### config.mk
export PLATFORM = sky130hd
export DESIGN_NAME = ising_cfg_top
export DESIGN_NICKNAME = d
export VERILOG_FILES = /design/src/source/ising_cfg_pkg.sv /design/src/source/analog_if_pkg.sv /design/src/source/step_counter.sv /design/src/source/cfg_regs.sv /design/src/source/coupling_mem.sv /design/src/source/analog_cfg.sv /design/src/source/ising_cfg_top.sv
export VERILOG_INCLUDE_DIRS = /design/src /design/src/source
export SDC_FILE = /design/constraint.sdc
export NUM_CORES = 2
export LEC_CHECK = 0
export ABC_AREA = 1
export BUFFER_PORTS_ARGS = -buffer_cell sky130_fd_sc_hd__buf_2
export CORE_MARGIN = 4
export CORE_UTILIZATION = 50
export CTS_CLUSTER_SIZE = 28
export DETAILED_ROUTE_END_ITERATION = 10
export GPL_ROUTABILITY_DRIVEN = 0
export MAX_ROUTING_LAYER = met4
export PLACE_DENSITY_LB_ADDON = 0.25
export RECOVER_POWER = 100
export SYNTH_ARGS = -nofsm -noshare
export SYNTH_HDL_FRONTEND = slang
export SYNTH_SLANG_ARGS = --single-unit
### constraint.sdc
create_clock -name clk_i -period 21.4 [get_ports clk_i]
set_input_delay 4.28 -clock clk_i [delete_from_list [all_inputs] [get_ports clk_i]]
set_output_delay 4.28 -clock clk_i [all_outputs]
set_load 0.02 [all_outputs]
### src/source/ising_params.svh
// Ising array sizing
`ifndef ISING_PARAMS_SVH
`define ISING_PARAMS_SVH

// spins with one write wordline each
`define ISING_NUM_SPIN 16
`define ISING_BITDATA 4
// spins per coupling row as a power of two of at least 2
`define ISING_PARALLELISM 4
`define ISING_CNT_W 16

`define ISING_J_ROWS (`ISING_NUM_SPIN / `ISING_PARALLELISM)
`define ISING_J_AW ((`ISING_J_ROWS > 1) ? $clog2(`ISING_J_ROWS) : 1)

`define ISING_REG_AW 2

`endif

### src/source/ising_cfg_pkg.sv
// Register side types
`include "ising_params.svh"

package ising_cfg_pkg;

    // wordline pulse timing in clock cycles
    typedef struct packed {
        logic [`ISING_CNT_W-1:0] wwl_high;
        logic [`ISING_CNT_W-1:0] wwl_low;
    } timing_cfg_t;

    typedef enum logic [`ISING_REG_AW-1:0] {
        CTRL     = 'd0,
        WWL_HIGH = 'd1,
        WWL_LOW  = 'd2,
        STATUS   = 'd3
    } reg_addr_e;

endpackage

### src/source/analog_if_pkg.sv
// Analog array side types
`include "ising_params.svh"

package analog_if_pkg;

    // bitline data for one wordline write
    typedef logic [`ISING_NUM_SPIN*`ISING_BITDATA-1:0] bl_word_t;

    // slice k belongs to spin row*PARALLELISM + k
    typedef bl_word_t [`ISING_PARALLELISM-1:0] j_row_t;

    typedef bl_word_t h_vec_t;

    typedef struct packed {
        logic [`ISING_NUM_SPIN-1:0] j_wwl;
        logic                       h_wwl;
        bl_word_t                   wbl;
    } macro_drive_t;

endpackage

### src/source/step_counter.sv
// Loadable step counter
`timescale 1ns/10ps

module step_counter #(
    parameter int WIDTH = 16
) (
    input  logic             clk_i,
    input  logic             rst_n_i,
    input  logic             clear_i,
    input  logic             step_i,
    input  logic [WIDTH-1:0] limit_i,
    output logic [WIDTH-1:0] count_o,
    output logic             at_limit_o
);

    logic [WIDTH-1:0] count_q;
    logic [WIDTH-1:0] count_inc;

    assign count_inc = count_q + 1'b1;

    // last stepping cycle of the phase
    assign at_limit_o = step_i && (count_inc == limit_i);
    assign count_o    = count_q;

    always_ff @(posedge clk_i) begin
        if (!rst_n_i) begin
            count_q <= '0;
        end else if (clear_i) begin
            count_q <= '0;
        end else if (step_i) begin
            count_q <= count_inc;
        end
    end

endmodule

### src/source/cfg_regs.sv
// Configuration register block
`timescale 1ns/10ps
`include "ising_params.svh"

module cfg_regs (
    input  logic                       clk_i,
    input  logic                       rst_n_i,
    input  logic                       reg_we_i,
    input  logic [`ISING_REG_AW-1:0]   reg_addr_i,
    input  logic [31:0]                reg_wdata_i,
    output logic [31:0]                reg_rdata_o,
    input  logic                       idle_i,
    output logic                       en_o,
    output logic                       start_o,
    output ising_cfg_pkg::timing_cfg_t timing_o
);

    logic                       en_q;
    logic                       start_q;
    ising_cfg_pkg::timing_cfg_t timing_q;

    always_ff @(posedge clk_i) begin
        if (!rst_n_i) begin
            en_q              <= 1'b0;
            start_q           <= 1'b0;
            timing_q.wwl_high <= 'd1;
            timing_q.wwl_low  <= 'd1;
        end else begin
            // start lasts a single cycle
            start_q <= 1'b0;
            if (reg_we_i) begin
                case (ising_cfg_pkg::reg_addr_e'(reg_addr_i))
                    ising_cfg_pkg::CTRL: begin
                        en_q    <= reg_wdata_i[0];
                        start_q <= reg_wdata_i[1];
                    end
                    ising_cfg_pkg::WWL_HIGH: begin
                        timing_q.wwl_high <= reg_wdata_i[`ISING_CNT_W-1:0];
                    end
                    ising_cfg_pkg::WWL_LOW: begin
                        timing_q.wwl_low <= reg_wdata_i[`ISING_CNT_W-1:0];
                    end
                    default: begin
                        // status is read only
                    end
                endcase
            end
        end
    end

    always_comb begin
        reg_rdata_o = '0;
        case (ising_cfg_pkg::reg_addr_e'(reg_addr_i))
            ising_cfg_pkg::CTRL:     reg_rdata_o[0] = en_q;
            ising_cfg_pkg::WWL_HIGH: reg_rdata_o[`ISING_CNT_W-1:0] = timing_q.wwl_high;
            ising_cfg_pkg::WWL_LOW:  reg_rdata_o[`ISING_CNT_W-1:0] = timing_q.wwl_low;
            ising_cfg_pkg::STATUS:   reg_rdata_o[0] = idle_i;
            default:                 reg_rdata_o = '0;
        endcase
    end

    assign en_o     = en_q;
    assign start_o  = start_q;
    assign timing_o = timing_q;

endmodule

### src/source/coupling_mem.sv
// Register based coupling memory
`timescale 1ns/10ps

module coupling_mem #(
    parameter type word_t = logic [31:0],
    parameter int DEPTH = 4,
    localparam int AW = (DEPTH > 1) ? $clog2(DEPTH) : 1
) (
    input  logic          clk_i,
    input  logic          we_i,
    input  logic [AW-1:0] waddr_i,
    input  word_t         wdata_i,
    input  logic          re_i,
    input  logic [AW-1:0] raddr_i,
    output word_t         rdata_o
);

    word_t mem_q [DEPTH];

    always_ff @(posedge clk_i) begin
        if (we_i) begin
            mem_q[waddr_i] <= wdata_i;
        end
    end

    // read data holds until the next read
    always_ff @(posedge clk_i) begin
        if (re_i) begin
            rdata_o <= mem_q[raddr_i];
        end
    end

endmodule

### src/source/analog_cfg.sv
// Wordline and bitline sequencer
`timescale 1ns/10ps
`include "ising_params.svh"

module analog_cfg (
    input  logic                        clk_i,
    input  logic                        rst_n_i,
    input  logic                        en_i,
    input  logic                        start_i,
    input  ising_cfg_pkg::timing_cfg_t  timing_i,
    output logic                        j_ren_o,
    output logic [`ISING_J_AW-1:0]      j_raddr_o,
    input  analog_if_pkg::j_row_t       j_rdata_i,
    output logic                        h_ren_o,
    input  analog_if_pkg::h_vec_t       h_rdata_i,
    output analog_if_pkg::macro_drive_t macro_o,
    output logic                        idle_o
);

    localparam int SEL_W = $clog2(`ISING_PARALLELISM);
    localparam int SPIN_W = $clog2(`ISING_NUM_SPIN + 2);
    // spin index NUM_SPIN is the h step
    localparam logic [SPIN_W-1:0] H_SPIN = SPIN_W'(`ISING_NUM_SPIN);
    localparam logic [SPIN_W-1:0] SPIN_LIMIT = SPIN_W'(`ISING_NUM_SPIN + 1);

    typedef enum logic [1:0] {
        PH_FETCH,
        PH_HIGH,
        PH_LOW
    } phase_e;

    phase_e                      phase_q;
    logic                        busy_q;
    logic                        last_q;
    logic                        wbl_ld_q;
    logic                        start_go;
    logic                        high_step;
    logic                        low_step;
    logic                        high_done;
    logic                        low_done;
    logic                        go_high;
    logic                        finish;
    logic                        row_fetch;
    logic                        slice_adv;
    logic                        spin_at_limit;
    logic [SPIN_W-1:0]           spin_cnt;
    logic [SPIN_W-1:0]           nxt_spin;
    logic [SPIN_W-1:0]           rd_spin;
    analog_if_pkg::bl_word_t     wbl_nxt;
    analog_if_pkg::macro_drive_t macro_q;

    assign start_go  = en_i && start_i && !busy_q;
    assign high_step = busy_q && (phase_q == PH_HIGH);
    assign low_step  = busy_q && (phase_q == PH_LOW);
    assign go_high   = busy_q && ((phase_q == PH_FETCH) || (low_done && !last_q));
    assign finish    = low_done && last_q;

    // fetch for the next spin is issued on the last high cycle
    assign nxt_spin  = spin_cnt + 1'b1;
    assign rd_spin   = busy_q ? nxt_spin : '0;
    assign row_fetch = high_done && (nxt_spin < H_SPIN) && (nxt_spin[SEL_W-1:0] == '0);
    assign slice_adv = high_done && (nxt_spin < H_SPIN) && (nxt_spin[SEL_W-1:0] != '0);

    assign j_ren_o   = en_i && (start_go || row_fetch);
    assign j_raddr_o = rd_spin[SEL_W +: `ISING_J_AW];
    assign h_ren_o   = en_i && high_done && (nxt_spin == H_SPIN);

    assign wbl_nxt = (spin_cnt == H_SPIN) ? h_rdata_i : j_rdata_i[spin_cnt[SEL_W-1:0]];

    assign idle_o  = !busy_q;
    assign macro_o = macro_q;

    step_counter #(
        .WIDTH (`ISING_CNT_W)
    ) u_high_timer (
        .clk_i      (clk_i),
        .rst_n_i    (rst_n_i),
        .clear_i    (!busy_q || high_done),
        .step_i     (high_step),
        .limit_i    (timing_i.wwl_high),
        .count_o    (),
        .at_limit_o (high_done)
    );

    step_counter #(
        .WIDTH (`ISING_CNT_W)
    ) u_low_timer (
        .clk_i      (clk_i),
        .rst_n_i    (rst_n_i),
        .clear_i    (!busy_q || low_done),
        .step_i     (low_step),
        .limit_i    (timing_i.wwl_low),
        .count_o    (),
        .at_limit_o (low_done)
    );

    // advances at the end of every pulse including h
    step_counter #(
        .WIDTH (SPIN_W)
    ) u_spin_idx (
        .clk_i      (clk_i),
        .rst_n_i    (rst_n_i),
        .clear_i    (!busy_q),
        .step_i     (high_done),
        .limit_i    (SPIN_LIMIT),
        .count_o    (spin_cnt),
        .at_limit_o (spin_at_limit)
    );

    always_ff @(posedge clk_i) begin
        if (!rst_n_i) begin
            busy_q  <= 1'b0;
            phase_q <= PH_FETCH;
        end else if (!en_i) begin
            busy_q  <= 1'b0;
            phase_q <= PH_FETCH;
        end else if (start_go) begin
            busy_q  <= 1'b1;
            phase_q <= PH_FETCH;
        end else if (busy_q) begin
            case (phase_q)
                PH_FETCH: phase_q <= PH_HIGH;
                PH_HIGH: begin
                    if (high_done) begin
                        phase_q <= PH_LOW;
                    end
                end
                PH_LOW: begin
                    if (finish) begin
                        busy_q  <= 1'b0;
                        phase_q <= PH_FETCH;
                    end else if (low_done) begin
                        phase_q <= PH_HIGH;
                    end
                end
                default: phase_q <= PH_FETCH;
            endcase
        end
    end

    always_ff @(posedge clk_i) begin
        if (!rst_n_i) begin
            last_q   <= 1'b0;
            wbl_ld_q <= 1'b0;
        end else begin
            // bitlines follow one cycle after a fetch or slice advance
            wbl_ld_q <= j_ren_o || h_ren_o || (en_i && slice_adv);
            if (!busy_q) begin
                last_q <= 1'b0;
            end else if (spin_at_limit) begin
                last_q <= 1'b1;
            end
        end
    end

    always_ff @(posedge clk_i) begin
        if (!rst_n_i) begin
            macro_q <= '0;
        end else if (!en_i || finish) begin
            macro_q <= '0;
        end else begin
            if (wbl_ld_q) begin
                macro_q.wbl <= wbl_nxt;
            end
            if (go_high) begin
                macro_q.j_wwl <= (spin_cnt < H_SPIN) ? (`ISING_NUM_SPIN'(1) << spin_cnt) : '0;
                macro_q.h_wwl <= (spin_cnt == H_SPIN);
            end else if (high_done) begin
                macro_q.j_wwl <= '0;
                macro_q.h_wwl <= 1'b0;
            end
        end
    end

endmodule

### src/source/ising_cfg_top.sv
// Ising configuration path top
`timescale 1ns/10ps
`include "ising_params.svh"

module ising_cfg_top (
    input  logic                        clk_i,
    input  logic                        rst_n_i,
    input  logic                        reg_we_i,
    input  logic [`ISING_REG_AW-1:0]    reg_addr_i,
    input  logic [31:0]                 reg_wdata_i,
    output logic [31:0]                 reg_rdata_o,
    input  logic                        j_we_i,
    input  logic [`ISING_J_AW-1:0]      j_waddr_i,
    input  analog_if_pkg::j_row_t       j_wdata_i,
    input  logic                        h_we_i,
    input  analog_if_pkg::h_vec_t       h_wdata_i,
    output analog_if_pkg::macro_drive_t macro_o,
    output logic                        idle_o
);

    logic                       en;
    logic                       start;
    ising_cfg_pkg::timing_cfg_t timing;
    logic                       j_ren;
    logic [`ISING_J_AW-1:0]     j_raddr;
    analog_if_pkg::j_row_t      j_rdata;
    logic                       h_ren;
    analog_if_pkg::h_vec_t      h_rdata;

    cfg_regs u_cfg_regs (
        .clk_i       (clk_i),
        .rst_n_i     (rst_n_i),
        .reg_we_i    (reg_we_i),
        .reg_addr_i  (reg_addr_i),
        .reg_wdata_i (reg_wdata_i),
        .reg_rdata_o (reg_rdata_o),
        .idle_i      (idle_o),
        .en_o        (en),
        .start_o     (start),
        .timing_o    (timing)
    );

    coupling_mem #(
        .word_t (analog_if_pkg::j_row_t),
        .DEPTH  (`ISING_J_ROWS)
    ) u_j_mem (
        .clk_i   (clk_i),
        .we_i    (j_we_i),
        .waddr_i (j_waddr_i),
        .wdata_i (j_wdata_i),
        .re_i    (j_ren),
        .raddr_i (j_raddr),
        .rdata_o (j_rdata)
    );

    // single bias word
    coupling_mem #(
        .word_t (analog_if_pkg::h_vec_t),
        .DEPTH  (1)
    ) u_h_mem (
        .clk_i   (clk_i),
        .we_i    (h_we_i),
        .waddr_i (1'b0),
        .wdata_i (h_wdata_i),
        .re_i    (h_ren),
        .raddr_i (1'b0),
        .rdata_o (h_rdata)
    );

    analog_cfg u_analog_cfg (
        .clk_i     (clk_i),
        .rst_n_i   (rst_n_i),
        .en_i      (en),
        .start_i   (start),
        .timing_i  (timing),
        .j_ren_o   (j_ren),
        .j_raddr_o (j_raddr),
        .j_rdata_i (j_rdata),
        .h_ren_o   (h_ren),
        .h_rdata_i (h_rdata),
        .macro_o   (macro_o),
        .idle_o    (idle_o)
    );

endmodule

==> run summary <==
Critical path
- **capture point of the worst reg-to-reg path** u_j_mem.rdata_o[34]
- **type of the setup path with the least slack** input pin to flop
- **Critical Path RT** 21.77 ns
- **Reg2Reg Setup Slack** 8.69 ns
- **crit-path leading delay family** buffers and inverters
- **data arrival time of the critical path** 14.00 ns
- **Critical Path, Cell by Cell** clkbuf_1 -> inv_1 -> nor3_1 -> clkbuf_1 -> clkbuf_1 -> buf_4
- **worst r2r src** u_analog_cfg.u_spin_idx.count_o[1]
- **endpoint kind of the worst setup timing path** flop
- **cells on worst reg2reg path** 7
- **cell type of the slowest stage on the worst timing path** sky130_fd_sc_hd__clkbuf_1
- **number of buffers and inverters on the critical path** 5
- **startpoint class of the critical path** input pin
- **most prevalent standard cell on the critical path** sky130_fd_sc_hd__clkbuf_1
- **largest fanout on the critical path** 116
- **max incr delay on CP** 5.68 ns

Global routing
- **largest net degree at the start of global routing** 219
- **initial antenna violation count** 65
- **busiest grt layer** met2
- **M2 GR Usage** 34.1%
- **met3 routing resource usage after global routing** 6.24%
- **first-pass GRT wire length** 212000 µm
- **total grt overflow** 0
- **number of global-route vias before repair** 33800
- **Overall Global Routing Usage** 23.0%
- **global-route track usage on met1** 31.9%

Clocking
- **CTS tree** yes
- **number of gates given a new drive strength after cts** 0
- **root buffer cell** sky130_fd_sc_hd__clkbuf_16
- **clock-pin transition on the worst setup and hold timing paths** 0.06 ns
- **worst-skew pair later-pin latency** 0.77 ns
- **H-Tree Depth** 4
- **number of buffers between clock root and the deepest sink** 3
- **Sinks on Clock Net** 1565
- **Inserted Clock Buffers** 159
- **hold buffer count at CTS** 0
- **number of post-CTS setup repair buffers** 0

Logic synthesis
- **proportion of register bits with asynchronous set or reset after synthesis** 0%
- **most used flip-flop cell after synthesis** sky130_fd_sc_hd__edfxtp_1
- **Synth Register Bits** 1565
- **number of flops mapped to enable cells by yosys** 1408
- **average size of a mapped cell** 13.5 µm²
- **Distinct cells, synth** 41
- **area fraction of the dominant cell type after synthesis** 69.5%
- **mapped cell area** 0.0608 mm²
- **number of standard cells after synthesis** 4490
- **fraction of the yosys area taken by sequential cells** 74.7%
- **cell taking the most area after synthesis** sky130_fd_sc_hd__edfxtp_1
- **Syn. warnings** 0
- **largest cells by area after synthesis** sky130_fd_sc_hd__edfxtp_1 (70%), sky130_fd_sc_hd__dfxtp_1 (5.2%), sky130_fd_sc_hd__mux2i_1 (4.2%)

Min path
- **hold crit path type** flop to flop
- **launch instance of the worst min-delay path** u_h_mem.mem_q[0][59]
- **hold path cells** 0
- **terminating pin of the worst hold path** u_h_mem.rdata_o[59]

Detailed routing
- **DR vias/cell** 5.42
- **routed wire length per instance** 21.7 µm
- **Vias** 36300
- **drc violations** 0
- **DRT iter0 DRCs** 3414
- **sum of routed wire length over all layers** 145000 µm
- **number of search-and-repair iterations in the first detailed-routing pass** 6
- **number of routed nets with antenna violations** 0

Power and ir drop
- **Max rail drop VDD** 0.0761 mV
- **leakage** 25.5 nW
- **PD cells** 91.5 mW/mm²
- **Total Power** 6.30 mW

Die
- **core area** 0.120 mm²
- **Die Width** 357 µm
- **die area** 0.127 mm²
- **# rows** 127
- **Die Span Y** 357 µm
- **I/O pin count** 475
- **effective utilization at floorplan** 50.6%

Cells and area
- **Filler Cell Count** 9630
- **most common library cell in the layout ignoring fill and taps** sky130_fd_sc_hd__edfxtp_1
- **commonest cells after routing, fill and taps aside** sky130_fd_sc_hd__edfxtp_1 (1408), sky130_fd_sc_hd__nand2_1 (588), sky130_fd_sc_hd__o21ai_0 (487)
- **fraction of final layout cells sized beyond drive strength 1** 7.07%
- **sequential cell area** 0.0454 mm²
- **Final nets** 5257
- **multi-input combinational cell area** 0.0129 mm²
- **Layout Area Growth over Synthesis** 13.3%

Placement
- **DP Wirelength** 88600 µm
- **worst slack after detailed placement** 11.63 ns
- **count of input and output buffers** 442

STA
- **Fin Clk Skew** 0.0329 ns
- **final hold viol count** 0
- **final setup fails** 0
- **max-slew violation total from the final report** 1774
- **Least-Margin Pin Slew** 9.74 ns
- **final sum of negative setup slack** 0 ns
- **max-slew headroom at the worst pin** -549%
- **RSZ-0062 raised after global routing** no
- **Fmax** 73.4 MHz
- **min Tclk post-route** 13.63 ns
- **Setup WS post-layout** 7.77 ns
- **final period utilization** 63.7%

Status
- **status** finished with violations
- **violations in the final reports** max-capacitance violations, max-slew violations

Job
- **max_cap viols** 24

[worst register-to-register path: stages (launching register included)]
cell,delay [ns]
sky130_fd_sc_hd__dfxtp_1,1.55
sky130_fd_sc_hd__nand3_1,0.21
sky130_fd_sc_hd__xor2_1,0.26
sky130_fd_sc_hd__nand2_1,1.76
sky130_fd_sc_hd__clkbuf_1,1.80
sky130_fd_sc_hd__clkbuf_1,2.89
sky130_fd_sc_hd__clkbuf_1,2.70
sky130_fd_sc_hd__o21ai_0,1.07
[synth_stat cells (11+ instances only)]
library cell,count
sky130_fd_sc_hd__a211oi_1,25
sky130_fd_sc_hd__a21oi_1,86
sky130_fd_sc_hd__buf_1,11
sky130_fd_sc_hd__buf_2,23
sky130_fd_sc_hd__buf_4,20
sky130_fd_sc_hd__buf_6,12
sky130_fd_sc_hd__clkbuf_1,196
sky130_fd_sc_hd__dfxtp_1,157
sky130_fd_sc_hd__edfxtp_1,1408
sky130_fd_sc_hd__ha_1,13
sky130_fd_sc_hd__inv_1,353
sky130_fd_sc_hd__mux2i_1,256
sky130_fd_sc_hd__nand2_1,586
sky130_fd_sc_hd__nand3_1,158
sky130_fd_sc_hd__nand4_1,16
sky130_fd_sc_hd__nor2_1,275
sky130_fd_sc_hd__nor3_1,22
sky130_fd_sc_hd__o211ai_1,257
sky130_fd_sc_hd__o21ai_0,487
sky130_fd_sc_hd__o22ai_1,65
[sequential cells by signal, summed over array words and instances (netlist names)]
signal,count
u_h_mem.rdata_o,64
u_analog_cfg.wbl_ld_q,1
u_j_mem.rdata_o,256
u_analog_cfg.u_low_timer.count_o,16
u_h_mem.mem_q,64
u_analog_cfg.last_q,1
u_analog_cfg.busy_q,1
u_j_mem.mem_q,1024
u_analog_cfg.u_high_timer.count_o,16
u_analog_cfg.phase_q,2
u_cfg_regs.timing_o,32
u_analog_cfg.macro_o,81
u_cfg_regs.en_o,1
u_analog_cfg.u_spin_idx.count_o,5
u_cfg_regs.start_o,1
[power breakdown]
part	total (mW)	internal, mW	switching [mW]
Sequential	3.49	3.46	0.0293
Combinational	0.168	0.0532	0.115
Clock	2.64	1.51	1.13
[per-stage QoR]
step	instance area (µm²)	hold WS (ns)	utilization (%)	std cells
floorplan	60900	0.400	-	4505
global placement	64400	0.402	53.6	6334
detailed placement	64400	0.405	53.6	6334
CTS	69400	0.417	57.7	6630
global route	68900	0.424	57.3	6679
finish	68900	0.416	57.3	6687
[metal layers]
layer	wire length, µm	part of all wire, %
met5	0	0
met4	2950	2.0
met3	13200	9.1
met2	66600	46
met1	62500	43
[cell type report]
| type | count | share of cell area, % |
|---|---|---|
| tap | 1612 | 2.93 |
| multi-input combinational | 2315 | 18.7 |
| clock inverter | 75 | 0.892 |
| clock buffer | 221 | 6.37 |
| sequential | 1565 | 65.9 |
| antenna | 57 | 0.207 |
| timing repair buffer | 482 | 2.96 |
| inverter | 360 | 1.97 |
[logic make-up after synthesis]
group	count (synthesis)	synth area share (%)
simple gates	1095	7.51
mux	256	4.21
flops	1565	74.7
other cells	1	0.00616
compound gates	924	8.92
fa+ha+maj	13	0.267
xor+xnor	11	0.204
buf+inv	625	4.21
[worst max-delay path by stage]
stage,from,end,cells past startpoint
after floorplan,j_waddr_i[0],u_j_mem.mem_q[1][0],2
after global placement,reg_addr_i[0],reg_rdata_o[0],6
after detailed placement,reg_addr_i[0],reg_rdata_o[0],6
after CTS,reg_addr_i[0],reg_rdata_o[0],6
after global routing,j_waddr_i[1],u_j_mem.mem_q[3][88],6
final,j_waddr_i[1],u_j_mem.mem_q[3][87],6
(Power assumes the default switching activity.)
